[config.mk]
export PLATFORM = sky130hd
export DESIGN_NAME = ex_top
export DESIGN_NICKNAME = d
export VERILOG_FILES = /design/src/common/ex_pkg.sv /design/src/common/ex_mm_if.sv /design/src/execute/ex_alu.sv /design/src/execute/ex_muldiv.sv /design/src/execute/ex_ctrl.sv /design/src/rtl/ex_mm_reg.sv /design/src/rtl/mem_req.sv /design/src/rtl/ex_top.sv
export SDC_FILE = /design/constraint.sdc
export NUM_CORES = 2
export LEC_CHECK = 0
export CORE_ASPECT_RATIO = 0.8
export CORE_MARGIN = 2
export CORE_UTILIZATION = 67
export DETAILED_ROUTE_END_ITERATION = 8
export DONT_BUFFER_PORTS = 1
export PLACE_DENSITY = 0.83
export SLEW_MARGIN = 20
export SYNTH_ARGS = -nofsm -noshare
export SYNTH_HDL_FRONTEND = slang
export SYNTH_SLANG_ARGS = --single-unit
[constraint.sdc]
create_clock -name clk -period 10.5 [get_ports clk]
set_input_delay 2.1 -clock clk [delete_from_list [all_inputs] [get_ports clk]]
set_output_delay 2.1 -clock clk [all_outputs]
set_load 0.01 [all_outputs]
[src/common/ex_pkg.sv]
package ex_pkg;

    // instruction op codes, as decoded upstream
    typedef enum logic [7:0] {
        OP_LD        = 8'h00,
        OP_LDU,
        OP_LL,
        OP_ST,
        OP_SC,
        OP_ADD,
        OP_SUB,
        OP_SLT,
        OP_SLTU,
        OP_AND,
        OP_OR,
        OP_XOR,
        OP_SLL,
        OP_SRL,
        OP_SRA,
        OP_MUL,
        OP_MULH,
        OP_MULHU,
        OP_DIV,
        OP_MOD,
        OP_DIVU,
        OP_MODU,
        OP_LU12I,
        OP_PCADDU12I,
        OP_BL,
        OP_JIRL,
        OP_ERTN,
        OP_BREAK,
        OP_SYSCALL,
        OP_CACOP
    } op_t;

    // instruction class
    typedef enum logic [3:0] {
        OP_TYPE_3R     = 4'h0,
        OP_TYPE_2RI12,
        OP_TYPE_BJ,
        OP_TYPE_ATOMIC,
        OP_TYPE_CSR,
        OP_TYPE_U12I,
        OP_TYPE_RDCNT
    } op_type_t;

    typedef enum logic [1:0] {
        ACCESS_SZ_BYTE = 2'd0,
        ACCESS_SZ_HALF = 2'd1,
        ACCESS_SZ_WORD = 2'd2
    } access_sz_t;

    // internal alu function, decoded from op_t
    typedef enum logic [3:0] {
        ALU_ADD,
        ALU_SUB,
        ALU_SLT,
        ALU_SLTU,
        ALU_AND,
        ALU_OR,
        ALU_XOR,
        ALU_SLL,
        ALU_SRL,
        ALU_SRA
    } alu_op_t;

    // one executed instruction on its way to the memory stage
    typedef struct packed {
        logic        valid;
        logic [31:0] result;
        logic [31:0] mem_addr;
        logic [31:0] mem_wdata;
        access_sz_t  access_sz;
        logic        mm_re;
        logic        mm_we;
        logic        reg_wen;
        logic        ale;
        logic        ertn;
    } ex_rec_t;

    localparam int MUL_STAGES_DEFAULT = 2;

endpackage

[src/common/ex_mm_if.sv]
interface ex_mm_if;
    import ex_pkg::*;

    // record from execute, stall back from the pipeline register
    ex_rec_t rec;
    logic    stall;

    modport producer (
        output rec,
        input  stall
    );

    modport buffer (
        input  rec,
        output stall
    );

endinterface

[src/execute/ex_alu.sv]
module ex_alu (
    input  ex_pkg::op_t op,
    input  logic [31:0] src_a,
    input  logic [31:0] src_b,
    output logic [31:0] alu_out
);
    import ex_pkg::*;

    alu_op_t alu_op;

    // everything not listed uses the adder (loads, stores, branches)
    always_comb begin
        case (op)
            OP_SUB:  alu_op = ALU_SUB;
            OP_SLT:  alu_op = ALU_SLT;
            OP_SLTU: alu_op = ALU_SLTU;
            OP_AND:  alu_op = ALU_AND;
            OP_OR:   alu_op = ALU_OR;
            OP_XOR:  alu_op = ALU_XOR;
            OP_SLL:  alu_op = ALU_SLL;
            OP_SRL:  alu_op = ALU_SRL;
            OP_SRA:  alu_op = ALU_SRA;
            default: alu_op = ALU_ADD;
        endcase
    end

    always_comb begin
        case (alu_op)
            ALU_SUB:  alu_out = src_a - src_b;
            ALU_SLT:  alu_out = {31'b0, $signed(src_a) < $signed(src_b)};
            ALU_SLTU: alu_out = {31'b0, src_a < src_b};
            ALU_AND:  alu_out = src_a & src_b;
            ALU_OR:   alu_out = src_a | src_b;
            ALU_XOR:  alu_out = src_a ^ src_b;
            // shift amount is the low five bits
            ALU_SLL:  alu_out = src_a << src_b[4:0];
            ALU_SRL:  alu_out = src_a >> src_b[4:0];
            ALU_SRA:  alu_out = $unsigned($signed(src_a) >>> src_b[4:0]);
            default:  alu_out = src_a + src_b;
        endcase
    end

endmodule

[src/execute/ex_muldiv.sv]
module ex_muldiv #(
    parameter int MUL_STAGES = 2
) (
    input  logic        clk,
    input  logic        reset,
    input  logic        start,
    input  ex_pkg::op_t op,
    input  logic [31:0] src_a,
    input  logic [31:0] src_b,
    output logic        busy,
    output logic [31:0] mul_out,
    output logic        mul_done,
    output logic [31:0] div_out,
    output logic        div_done
);
    import ex_pkg::*;

    logic                  mul_start;
    logic                  mul_signed;
    logic signed [65:0]    prod_full;
    logic [63:0]           prod_q [MUL_STAGES];
    logic [MUL_STAGES-1:0] mul_v_q;
    logic [MUL_STAGES-1:0] mul_hi_q;

    logic        div_start;
    logic        div_signed;
    logic [31:0] abs_a;
    logic [31:0] abs_b;
    logic        div_busy_q;
    logic [5:0]  div_cnt_q;
    logic [31:0] quo_q;
    logic [31:0] rem_q;
    logic [31:0] dvsr_q;
    logic [31:0] dvnd_q;
    logic        neg_quo_q;
    logic        neg_rem_q;
    logic        want_rem_q;
    logic        by_zero_q;
    logic [32:0] shifted;
    logic [33:0] diff;
    logic [31:0] quo_fix;
    logic [31:0] rem_fix;

    assign mul_start  = start && (op inside {OP_MUL, OP_MULH, OP_MULHU});
    assign div_start  = start && (op inside {OP_DIV, OP_MOD, OP_DIVU, OP_MODU});

    // low word is identical signed or unsigned, only mulh needs sign extension
    assign mul_signed = (op == OP_MULH);
    assign prod_full  = $signed({mul_signed & src_a[31], src_a})
                      * $signed({mul_signed & src_b[31], src_b});

    always_ff @(posedge clk) begin
        prod_q[0]   <= prod_full[63:0];
        mul_hi_q[0] <= (op != OP_MUL);
        for (int i = 1; i < MUL_STAGES; i++) begin
            prod_q[i]   <= prod_q[i-1];
            mul_hi_q[i] <= mul_hi_q[i-1];
        end
    end

    always_ff @(posedge clk) begin
        if (reset) begin
            mul_v_q <= '0;
        end else begin
            mul_v_q <= (mul_v_q << 1) | MUL_STAGES'(mul_start);
        end
    end

    assign mul_done = mul_v_q[MUL_STAGES-1];
    assign mul_out  = mul_hi_q[MUL_STAGES-1] ? prod_q[MUL_STAGES-1][63:32]
                                             : prod_q[MUL_STAGES-1][31:0];

    // restoring divider works on magnitudes
    assign div_signed = op inside {OP_DIV, OP_MOD};
    assign abs_a      = (div_signed && src_a[31]) ? -src_a : src_a;
    assign abs_b      = (div_signed && src_b[31]) ? -src_b : src_b;
    assign shifted    = {rem_q, quo_q[31]};
    assign diff       = {1'b0, shifted} - {2'b0, dvsr_q};

    always_ff @(posedge clk) begin
        if (reset) begin
            div_busy_q <= 1'b0;
            div_cnt_q  <= '0;
            div_done   <= 1'b0;
        end else begin
            div_done <= 1'b0;
            if (div_start) begin
                div_busy_q <= 1'b1;
                div_cnt_q  <= '0;
            end else if (div_busy_q) begin
                div_cnt_q <= div_cnt_q + 6'd1;
                // last of 32 steps
                if (div_cnt_q == 6'd31) begin
                    div_busy_q <= 1'b0;
                    div_done   <= 1'b1;
                end
            end
        end
    end

    always_ff @(posedge clk) begin
        if (div_start) begin
            rem_q      <= '0;
            quo_q      <= abs_a;
            dvsr_q     <= abs_b;
            dvnd_q     <= src_a;
            neg_quo_q  <= div_signed && (src_a[31] ^ src_b[31]);
            neg_rem_q  <= div_signed && src_a[31];
            want_rem_q <= op inside {OP_MOD, OP_MODU};
            by_zero_q  <= (src_b == 32'd0);
        end else if (div_busy_q) begin
            if (!diff[33]) begin
                rem_q <= diff[31:0];
                quo_q <= {quo_q[30:0], 1'b1};
            end else begin
                rem_q <= shifted[31:0];
                quo_q <= {quo_q[30:0], 1'b0};
            end
        end
    end

    // sign correction, divide by zero gives all ones and the dividend
    assign quo_fix = by_zero_q ? '1 : (neg_quo_q ? -quo_q : quo_q);
    assign rem_fix = by_zero_q ? dvnd_q : (neg_rem_q ? -rem_q : rem_q);
    assign div_out = want_rem_q ? rem_fix : quo_fix;

    // low in the cycle a result is presented
    assign busy = div_busy_q || ((mul_v_q != '0) && !mul_done);

endmodule

[src/execute/ex_ctrl.sv]
module ex_ctrl #(
    parameter int MUL_STAGES = 2
) (
    input  logic               clk,
    input  logic               reset,
    input  logic               issue_valid,
    output logic               issue_allow,
    input  ex_pkg::op_t        op,
    input  ex_pkg::op_type_t   op_type,
    input  ex_pkg::access_sz_t access_sz,
    input  logic [31:0]        src_a,
    input  logic [31:0]        src_b,
    input  logic [31:0]        st_data,
    input  logic [31:0]        pc,
    input  logic [19:0]        u12imm,
    ex_mm_if.producer          ex
);
    import ex_pkg::*;

    op_t         op_q;
    op_type_t    type_q;
    access_sz_t  sz_q;
    logic [31:0] a_q;
    logic [31:0] b_q;
    logic [31:0] st_q;
    logic [31:0] pc_q;
    logic [19:0] imm_q;
    logic [31:0] res_q;
    logic        ex_valid_q;
    logic        start_q;
    logic        done_q;
    logic        ready_q;

    logic [31:0] alu_out;
    logic [31:0] mul_out;
    logic [31:0] div_out;
    logic [31:0] md_out;
    logic [31:0] exe_out;
    logic        mul_done;
    logic        div_done;
    logic        md_busy;
    logic        md_done;
    logic        is_mul;
    logic        is_div;
    logic        complete;
    logic        leave;
    logic        accept;
    logic        mm_re;
    logic        mm_we;
    logic        reg_wen;
    logic        ale;

    ex_alu u_alu (
        .op      (op_q),
        .src_a   (a_q),
        .src_b   (b_q),
        .alu_out (alu_out)
    );

    ex_muldiv #(
        .MUL_STAGES (MUL_STAGES)
    ) u_muldiv (
        .clk      (clk),
        .reset    (reset),
        .start    (start_q),
        .op       (op_q),
        .src_a    (a_q),
        .src_b    (b_q),
        .busy     (md_busy),
        .mul_out  (mul_out),
        .mul_done (mul_done),
        .div_out  (div_out),
        .div_done (div_done)
    );

    assign is_mul   = op_q inside {OP_MUL, OP_MULH, OP_MULHU};
    assign is_div   = op_q inside {OP_DIV, OP_MOD, OP_DIVU, OP_MODU};
    assign md_done  = is_mul ? mul_done : div_done;
    assign md_out   = is_mul ? mul_out : div_out;

    // done_q keeps a finished mul/div result while the buffer stalls
    assign complete = ex_valid_q && (!(is_mul || is_div) || md_done || done_q);
    assign leave    = complete && !ex.stall;

    assign issue_allow = ready_q && !md_busy && !ex.stall && (!ex_valid_q || complete);
    assign accept      = issue_valid && issue_allow;

    always_ff @(posedge clk) begin
        if (reset) begin
            ready_q    <= 1'b0;
            ex_valid_q <= 1'b0;
            start_q    <= 1'b0;
            done_q     <= 1'b0;
        end else begin
            ready_q <= 1'b1;
            start_q <= accept;
            if (accept) begin
                ex_valid_q <= 1'b1;
            end else if (leave) begin
                ex_valid_q <= 1'b0;
            end
            if (accept || leave) begin
                done_q <= 1'b0;
            end else if (md_done) begin
                done_q <= 1'b1;
            end
        end
    end

    always_ff @(posedge clk) begin
        if (accept) begin
            op_q   <= op;
            type_q <= op_type;
            sz_q   <= access_sz;
            a_q    <= src_a;
            b_q    <= src_b;
            st_q   <= st_data;
            pc_q   <= pc;
            imm_q  <= u12imm;
        end
        if (md_done) begin
            res_q <= md_out;
        end
    end

    always_comb begin
        case (op_q)
            OP_LU12I:                         exe_out = {imm_q, 12'b0};
            OP_PCADDU12I:                     exe_out = pc_q + {imm_q, 12'b0};
            OP_BL, OP_JIRL:                   exe_out = pc_q + 32'd4;
            OP_MUL, OP_MULH, OP_MULHU,
            OP_DIV, OP_MOD, OP_DIVU, OP_MODU: exe_out = done_q ? res_q : md_out;
            default:                          exe_out = alu_out;
        endcase
    end

    assign mm_re = op_q inside {OP_LD, OP_LDU, OP_LL};
    assign mm_we = op_q inside {OP_ST, OP_SC};

    // write enable by instruction class
    assign reg_wen = (type_q == OP_TYPE_3R && !(op_q inside {OP_BREAK, OP_SYSCALL}))
                  || (type_q == OP_TYPE_2RI12 && !(op_q inside {OP_ST, OP_CACOP}))
                  || (type_q == OP_TYPE_BJ && (op_q inside {OP_JIRL, OP_BL}))
                  || (type_q == OP_TYPE_ATOMIC && op_q == OP_LL)
                  || (type_q == OP_TYPE_CSR)
                  || (type_q == OP_TYPE_U12I)
                  || (type_q == OP_TYPE_RDCNT);

    always_comb begin
        ale = 1'b0;
        if (mm_re || mm_we) begin
            case (sz_q)
                ACCESS_SZ_WORD: ale = |alu_out[1:0];
                ACCESS_SZ_HALF: ale = alu_out[0];
                default:        ale = 1'b0;
            endcase
        end
    end

    always_comb begin
        ex.rec = '{
            valid:     complete,
            result:    exe_out,
            mem_addr:  alu_out,
            mem_wdata: st_q,
            access_sz: sz_q,
            mm_re:     mm_re,
            mm_we:     mm_we,
            reg_wen:   reg_wen,
            ale:       ale,
            ertn:      (op_q == OP_ERTN)
        };
    end

endmodule

[src/rtl/ex_mm_reg.sv]
module ex_mm_reg (
    input  logic            clk,
    input  logic            reset,
    ex_mm_if.buffer         ex,
    input  logic            mem_ready,
    output ex_pkg::ex_rec_t rec_out
);
    import ex_pkg::*;

    ex_rec_t data_q;
    logic    valid_q;
    logic    mem_op;

    // misaligned entries never issue a request, so they never wait
    assign mem_op   = (data_q.mm_re || data_q.mm_we) && !data_q.ale;
    assign ex.stall = valid_q && mem_op && !mem_ready;

    always_ff @(posedge clk) begin
        if (reset) begin
            valid_q <= 1'b0;
        end else if (!ex.stall) begin
            valid_q <= ex.rec.valid;
        end
    end

    // load when empty or draining
    always_ff @(posedge clk) begin
        if (!ex.stall && ex.rec.valid) begin
            data_q <= ex.rec;
        end
    end

    always_comb begin
        rec_out       = data_q;
        rec_out.valid = valid_q;
    end

endmodule

[src/rtl/mem_req.sv]
module mem_req (
    input  ex_pkg::ex_rec_t    rec_in,
    input  logic               mem_ready,
    output logic               mem_req,
    output logic               mem_we,
    output logic [31:0]        mem_addr,
    output logic [3:0]         mem_wstrb,
    output logic [31:0]        mem_wdata,
    output ex_pkg::access_sz_t mem_sz,
    output logic               wb_valid,
    output logic               wb_wen,
    output logic [31:0]        wb_result,
    output logic               wb_ale,
    output logic               wb_ertn
);
    import ex_pkg::*;

    logic       is_mem;
    logic [1:0] lane;

    assign is_mem = rec_in.mm_re || rec_in.mm_we;
    assign lane   = rec_in.mem_addr[1:0];

    assign mem_req   = rec_in.valid && is_mem && !rec_in.ale;
    assign mem_we    = mem_req && rec_in.mm_we;
    assign mem_addr  = rec_in.mem_addr;
    assign mem_sz    = rec_in.access_sz;

    // store data moved onto the addressed byte lane
    assign mem_wdata = rec_in.mem_wdata << {lane, 3'b000};

    always_comb begin
        case (rec_in.access_sz)
            ACCESS_SZ_BYTE: mem_wstrb = 4'b0001 << lane;
            ACCESS_SZ_HALF: mem_wstrb = 4'b0011 << lane;
            default:        mem_wstrb = 4'b1111;
        endcase
    end

    // entry retires when it leaves the buffer
    assign wb_valid  = rec_in.valid && (!mem_req || mem_ready);
    assign wb_wen    = wb_valid && rec_in.reg_wen;
    assign wb_result = rec_in.result;
    assign wb_ale    = rec_in.valid && rec_in.ale;
    assign wb_ertn   = rec_in.valid && rec_in.ertn;

endmodule

[src/rtl/ex_top.sv]
module ex_top #(
    parameter int MUL_STAGES = ex_pkg::MUL_STAGES_DEFAULT
) (
    input  logic               clk,
    input  logic               reset,
    input  logic               issue_valid,
    output logic               issue_allow,
    input  ex_pkg::op_t        op,
    input  ex_pkg::op_type_t   op_type,
    input  ex_pkg::access_sz_t access_sz,
    input  logic [31:0]        src_a,
    input  logic [31:0]        src_b,
    input  logic [31:0]        st_data,
    input  logic [31:0]        pc,
    input  logic [19:0]        u12imm,
    output logic               mem_req,
    output logic               mem_we,
    output logic [31:0]        mem_addr,
    output logic [3:0]         mem_wstrb,
    output logic [31:0]        mem_wdata,
    output ex_pkg::access_sz_t mem_sz,
    input  logic               mem_ready,
    output logic               wb_valid,
    output logic               wb_wen,
    output logic [31:0]        wb_result,
    output logic               wb_ale,
    output logic               wb_ertn
);
    import ex_pkg::*;

    ex_rec_t mm_rec;

    ex_mm_if ex_if ();

    ex_ctrl #(
        .MUL_STAGES (MUL_STAGES)
    ) u_ex_ctrl (
        .clk         (clk),
        .reset       (reset),
        .issue_valid (issue_valid),
        .issue_allow (issue_allow),
        .op          (op),
        .op_type     (op_type),
        .access_sz   (access_sz),
        .src_a       (src_a),
        .src_b       (src_b),
        .st_data     (st_data),
        .pc          (pc),
        .u12imm      (u12imm),
        .ex          (ex_if.producer)
    );

    ex_mm_reg u_ex_mm_reg (
        .clk       (clk),
        .reset     (reset),
        .ex        (ex_if.buffer),
        .mem_ready (mem_ready),
        .rec_out   (mm_rec)
    );

    mem_req u_mem_req (
        .rec_in    (mm_rec),
        .mem_ready (mem_ready),
        .mem_req   (mem_req),
        .mem_we    (mem_we),
        .mem_addr  (mem_addr),
        .mem_wstrb (mem_wstrb),
        .mem_wdata (mem_wdata),
        .mem_sz    (mem_sz),
        .wb_valid  (wb_valid),
        .wb_wen    (wb_wen),
        .wb_result (wb_result),
        .wb_ale    (wb_ale),
        .wb_ertn   (wb_ertn)
    );

endmodule

Word level (Yosys, flattened, before mapping). Memories as Yosys holds them, arrays and structs flattened. A register that Yosys moved wholly into a read port is not among the register bits. Cells that the tools add are included.

Order comparisons: 2. Eq/ne operators: 39. $add $sub $neg: 10. Reductions and logical operators: 74. Shift operators: 6. Mux-type cells: 28. Bitwise gates (word level): 8. Div/mod/pow operators: 0. Multiply operators: 1.

Operator list (count): 32-bit 2-to-1 mux (13); 32-bit case mux with 9 select lines (1); 32-bit negation (4); 32-bit case mux with 4 select lines (1); 8-bit by 5-bit == test with 1-bit output, second input constant (14); 32-bit adder (2); 32-bit less-than comparator (2); 33-bit by 33-bit multiplier with 64-bit output (1); 32-bit by 5-bit left shift with 32-bit output (2); 33-bit by 32-bit subtractor with 34-bit output (1); 32-bit by 3-bit adder with 32-bit output, second input constant (1); 32-bit AND (1); 32-bit zero test (1); 32-bit bitwise OR (1); 32-bit by 5-bit >> shifter with 32-bit output (1); 32-bit by 5-bit >>> shifter with 32-bit output (1); 32-bit subtractor (1); 32-bit XOR (1); 4-bit by 3-bit == test with 1-bit output, second input constant (7); 1-bit logical AND (26); 2-bit nonzero test (9); 4-bit by 2-bit == test with 1-bit output, second input constant (4); 8-bit by 2-bit == test with 1-bit output, second input constant (2); 1-bit logical OR (15); other kinds (29) (56).

Memories: 2. Bits in latches: 0. Output and inout bits: 109. Bits in registers: 446. ROM bits: 64. Memory bits (writable): 128.

Memories: u_ex_ctrl.u_muldiv.prod_q (depth 2, width 64, read ports 2, clocked after Yosys merged registers in 0, write ports 2, line ex_muldiv.sv:21) `logic [63:0] prod_q [MUL_STAGES];`; (no name shown) (depth 16, width 4, read ports 1, clocked after Yosys merged registers in 1, write ports 0, line ex_alu.sv:13) `case (op)`.

Depth between registers and ports, before layout.
Depth in word-level cells: 12. Depth in mapped cells: 35. Depth with buffers taken out: 32.

Cells and area by module. Synthesis repeated with hierarchy kept, for this count alone.

Cell total of the unflattened synthesis: 7964. Area total of the unflattened synthesis: 74640.3 um^2.

By module, submodules not included: ex_muldiv (cells an instance 5568, seq. area each 6446.2 um^2, times used 1, area an instance 51141.5 um^2); ex_ctrl (cells an instance 733, seq. area each 5905.7 um^2, times used 1, area an instance 9609.2 um^2); ex_alu (cells an instance 1406, seq. area each 0.0 um^2, times used 1, area an instance 9580.4 um^2); ex_mm_reg (cells an instance 112, seq. area each 3113.0 um^2, times used 1, area an instance 3168.0 um^2); mem_req (cells an instance 145, seq. area each 0.0 um^2, times used 1, area an instance 1141.1 um^2).

Worst setup path before layout. Ideal clock, no wire load.

Path kind: reg-to-reg. From: register u_ex_ctrl.b_q[2]. To: memory u_ex_ctrl.u_muldiv.prod_q[0][62]. Path buffers: 6. Stages on the path, launching flop included: 35. Clock period less this slack: 9.336 ns. Arrival: 9.212 ns. Library setup time: 0.124 ns. Data required time: 10.376 ns. Slack: 1.164 ns. Path through: edfxtp_1 > clkbuf_1 > inv_1 > buf_2 > buf_1 > buf_2 > buf_1 > clkbuf_1 > nor2_1 > fa_1 > inv_1 > fa_1 > inv_1 > fa_1 > fa_1 > inv_1 > fa_1 > inv_1 > fa_1 > inv_1 > fa_1 > fa_1 > inv_1 > ha_1 > a21oi_1 > o21ai_0 > o2bb2ai_1 > o41ai_1 > o21ai_0 > or3b_2 > a31oi_1 > o21ai_1 > a311oi_1 > mux2i_1 > nand3_1.

RTL lines: start, declared (line ex_ctrl.sv:24) `logic [31:0] b_q;`; start signal, assigned (line ex_ctrl.sv:116) `b_q <= src_b;`; end, declared (line ex_muldiv.sv:21).

==> key figures <==
Status
  • Status: completed

Die
  • Die area: 109300 µm²
  • Core Area: 106000 µm²
  • Chip height: 296.1 µm
  • Boundary pin count: 275
  • Die width: 369.1 µm
  • FP Rows: 107
  • Initial Util: 67.37%

Timing
  • Clk_skew: 0.05325 ns
  • Unrepaired setup endpoints after global routing: no
  • Period minus WS final: 9.885 ns
  • Final hold viol count: 0
  • Slew @ Worst Pin: 1.344 ns
  • Max Freq: 101.2 MHz
  • Period utilization: 94.14%
  • Fin Setup TNS: 0 ns
  • Slew HR: 10.41%
  • Final Max Tran Viols: 0
  • Final setup fails: 0

Clocking
  • CTS buffer count: 66
  • # H-tree levels: 3
  • Clock-pin slew on the worst setup and hold paths: 0.07 ns
  • Worst-skew pair later-pin latency: 0.73 ns
  • PostCTS Resize Cnt: 0
  • Clock root cell: clkbuf_16
  • Post CTS Setup Buffer Count: 0
  • Hold Buf Count CTS: 0
  • Max Root-Sink Buffers: 3
  • Sink Count: 578
  • CTS tree: done

Setup path
  • Crit path max fanout: 23
  • Kind of critical path: reg2reg
  • Critical Path RT: 11.07 ns
  • Max stage delay on crit path: 0.59 ns
  • Worst Setup End Kind: flip-flop
  • R2r endpoint: u_ex_ctrl.u_muldiv.prod_q[0][62]
  • CP max-delay cell: a311oi_1
  • R2r startpoint: u_ex_ctrl.op_q[7]
  • Crit path launch: u_ex_ctrl.op_q[7]
  • Most used cell, CP: fa_1
  • Crit path arrival time: 10.46 ns
  • Worst R2R Path Depth: 31
  • R2R Setup Slk: 0.61 ns
  • Setup crit end: u_ex_ctrl.u_muldiv.prod_q[0][62]
  • CP startpoint kind: flip-flop

Drt
  • Vias per inst: 6.656
  • DRC viols: 0
  • Drt first pass iters: 9
  • Wire per inst: 30.24 µm
  • WL final: 270.6 mm
  • Detail Route Antenna Nets: 0
  • Iteration-0 DRC Markers: 8148
  • Via Count: 59.57k

Yosys
  • Post-synthesis register bit count: 578
  • Async set-reset flop share out of synthesis: 0%
  • Synth cell count leaders: 1296 x inv_1, 1129 x fa_1, 967 x nand2_1, 659 x nor2_1, 397 x edfxtp_1
  • Ranking of synthesized cells by area: fa_1 32%, edfxtp_1 17%, inv_1 6.8%
  • Most used DFF post-synth: edfxtp_1
  • Sequential area share after synthesis: 21.76%
  • Top-area cell type share of the netlist area: 31.64%
  • Synthesized Nets: 9284
  • Syn Area/Cell: 9.378 µm²
  • Synthesized cell area: 71430 µm²
  • Yosys Warn Count: 0
  • Number of synthesized flops with an enable pin: 397
  • Post-Synthesis Cells: 7617
  • Unique cell type count in the Yosys netlist: 89
  • Most frequent cell after synthesis: inv_1
  • Area leader, netlist: fa_1

Global routing
  • Initial antenna violation count: 32
  • Total gr overflow: 0
  • Wire length of the first global-routing pass: 392.8 mm
  • Vias in the first global route: 59.37k
  • Overall global routing resource usage: 49.93%
  • Largest net degree at the start of global routing: 90

Hold path
  • HP Class: reg2reg

Final layout
  • Area delta synth->final: 5.833%
  • Layout net count: 9121
  • Layout cell share with drive strength beyond 1: 6.916%

Run
  • Max cap viols: 0

Placed design
  • PortBufs: 0
  • RePlAce Congestion: 1.090
  • DPL Wire Length: 210.4 mm
[per-layer routing]
metal | track usage, % | share of wire [%]
met3 | 21.27 | 16
met1 | 64.39 | 35
met4 | 34.37 | 8.7
met5 | 0 | 0.053
met2 | 68.11 | 40
[worst max-delay path: cells and delay by family, from the launching register on]
kind                       cells  cell delay [ns]
adders and majority gates      9             4.13
AOI/OAI and AO/OA              6             1.82
DFF                            1             0.44
buffers and inverters          8             1.22
and+or+nand+nor                7             1.78
muxes                          1             0.28
[worst min-delay path by stage]
stage | from | endpoint | slack (ns) | depth (start not counted)
detailed placement | u_ex_ctrl.u_muldiv.prod_q[0][54] | u_ex_ctrl.u_muldiv.prod_q[0][118] | 0.31 | 0
floorplan | u_ex_ctrl.u_muldiv.mul_hi_q[0] | u_ex_ctrl.u_muldiv.mul_hi_q[1] | 0.31 | 0
global route | u_ex_ctrl.u_muldiv.prod_q[0][46] | u_ex_ctrl.u_muldiv.prod_q[0][110] | 0.32 | 0
finish | u_ex_ctrl.u_muldiv.prod_q[0][46] | u_ex_ctrl.u_muldiv.prod_q[0][110] | 0.32 | 0
global placement | u_ex_ctrl.u_muldiv.prod_q[0][23] | u_ex_ctrl.u_muldiv.prod_q[0][87] | 0.31 | 0
CTS | u_ex_ctrl.u_muldiv.prod_q[0][51] | u_ex_ctrl.u_muldiv.prod_q[0][115] | 0.32 | 0
[stage by stage]
stage / instance area (µm²) / hold slack (ns) / utilization (%) / cells / setup slack (ns)
finish: 75600 / 0.3177 / 71.30 / 8950 / 0.6149
global route: 75550 / 0.3244 / 71.25 / 8930 / 0.1645
CTS: 75530 / 0.3174 / 71.23 / 8921 / 0.6542
detailed placement: 73220 / 0.3121 / 69.06 / 8803 / 0.8022
floorplan: 71430 / 0.3096 / - / 7617 / 1.165
global placement: 73210 / 0.3097 / 69.04 / 8803 / 0.9449
[logic make-up after synthesis]
kind of cell	share of synthesized area (%)
buffers and inverters	9.926
AOI/OAI and AO/OA	10.50
DFF	21.76
and+or+nand+nor	12.66
xor gates and xnor gates	3.127
adders and majority gates	38.16
muxes	3.868
[sequential cells by signal, summed over array words and instances, names as in the netlist, 2 cells and up, named ones only]
signal / cells
u_ex_ctrl.u_muldiv.prod_q: 128
u_ex_mm_reg.rec_out: 103
u_ex_ctrl.a_q: 32
u_ex_ctrl.b_q: 32
u_ex_ctrl.pc_q: 32
u_ex_ctrl.res_q: 32
u_ex_ctrl.st_q: 32
u_ex_ctrl.u_muldiv.dvnd_q: 32
u_ex_ctrl.u_muldiv.dvsr_q: 32
u_ex_ctrl.u_muldiv.quo_q: 32
u_ex_ctrl.u_muldiv.rem_q: 32
u_ex_ctrl.imm_q: 20
u_ex_ctrl.op_q: 8
u_ex_ctrl.u_muldiv.div_cnt_q: 6
u_ex_ctrl.type_q: 4
u_ex_ctrl.sz_q: 2
u_ex_ctrl.u_muldiv.mul_hi_q: 2
u_ex_ctrl.u_muldiv.mul_v_q: 2
[cells in the final DEF (no fill, tap or decap), types with 70 or more instances in the layout]
master and instances:
inv_1 1294, fa_1 1129, nand2_1 967, nor2_1 657, edfxtp_1 397, ha_1 372, o21ai_0 312, a21oi_1 289
buf_4 256, xnor2_1 186, dfxtp_1 179, mux2i_1 114, nor3_1 85, nand3_1 75, clkbuf_16 70
[final cells by class]
cell class	instances	area, µm²
clock inverter	38	474.2
multi-input combinational	5227	48870
antenna	29	72.57
sequential	578	15550
fill	7545	30430
tap	1417	1773
inverter	1317	4951
clock buffer	80	1829
timing repair buffer	264	2082
Power is not shown: default switching activity piles up to over one toggle a cycle in this logic, so the estimate is an artifact.
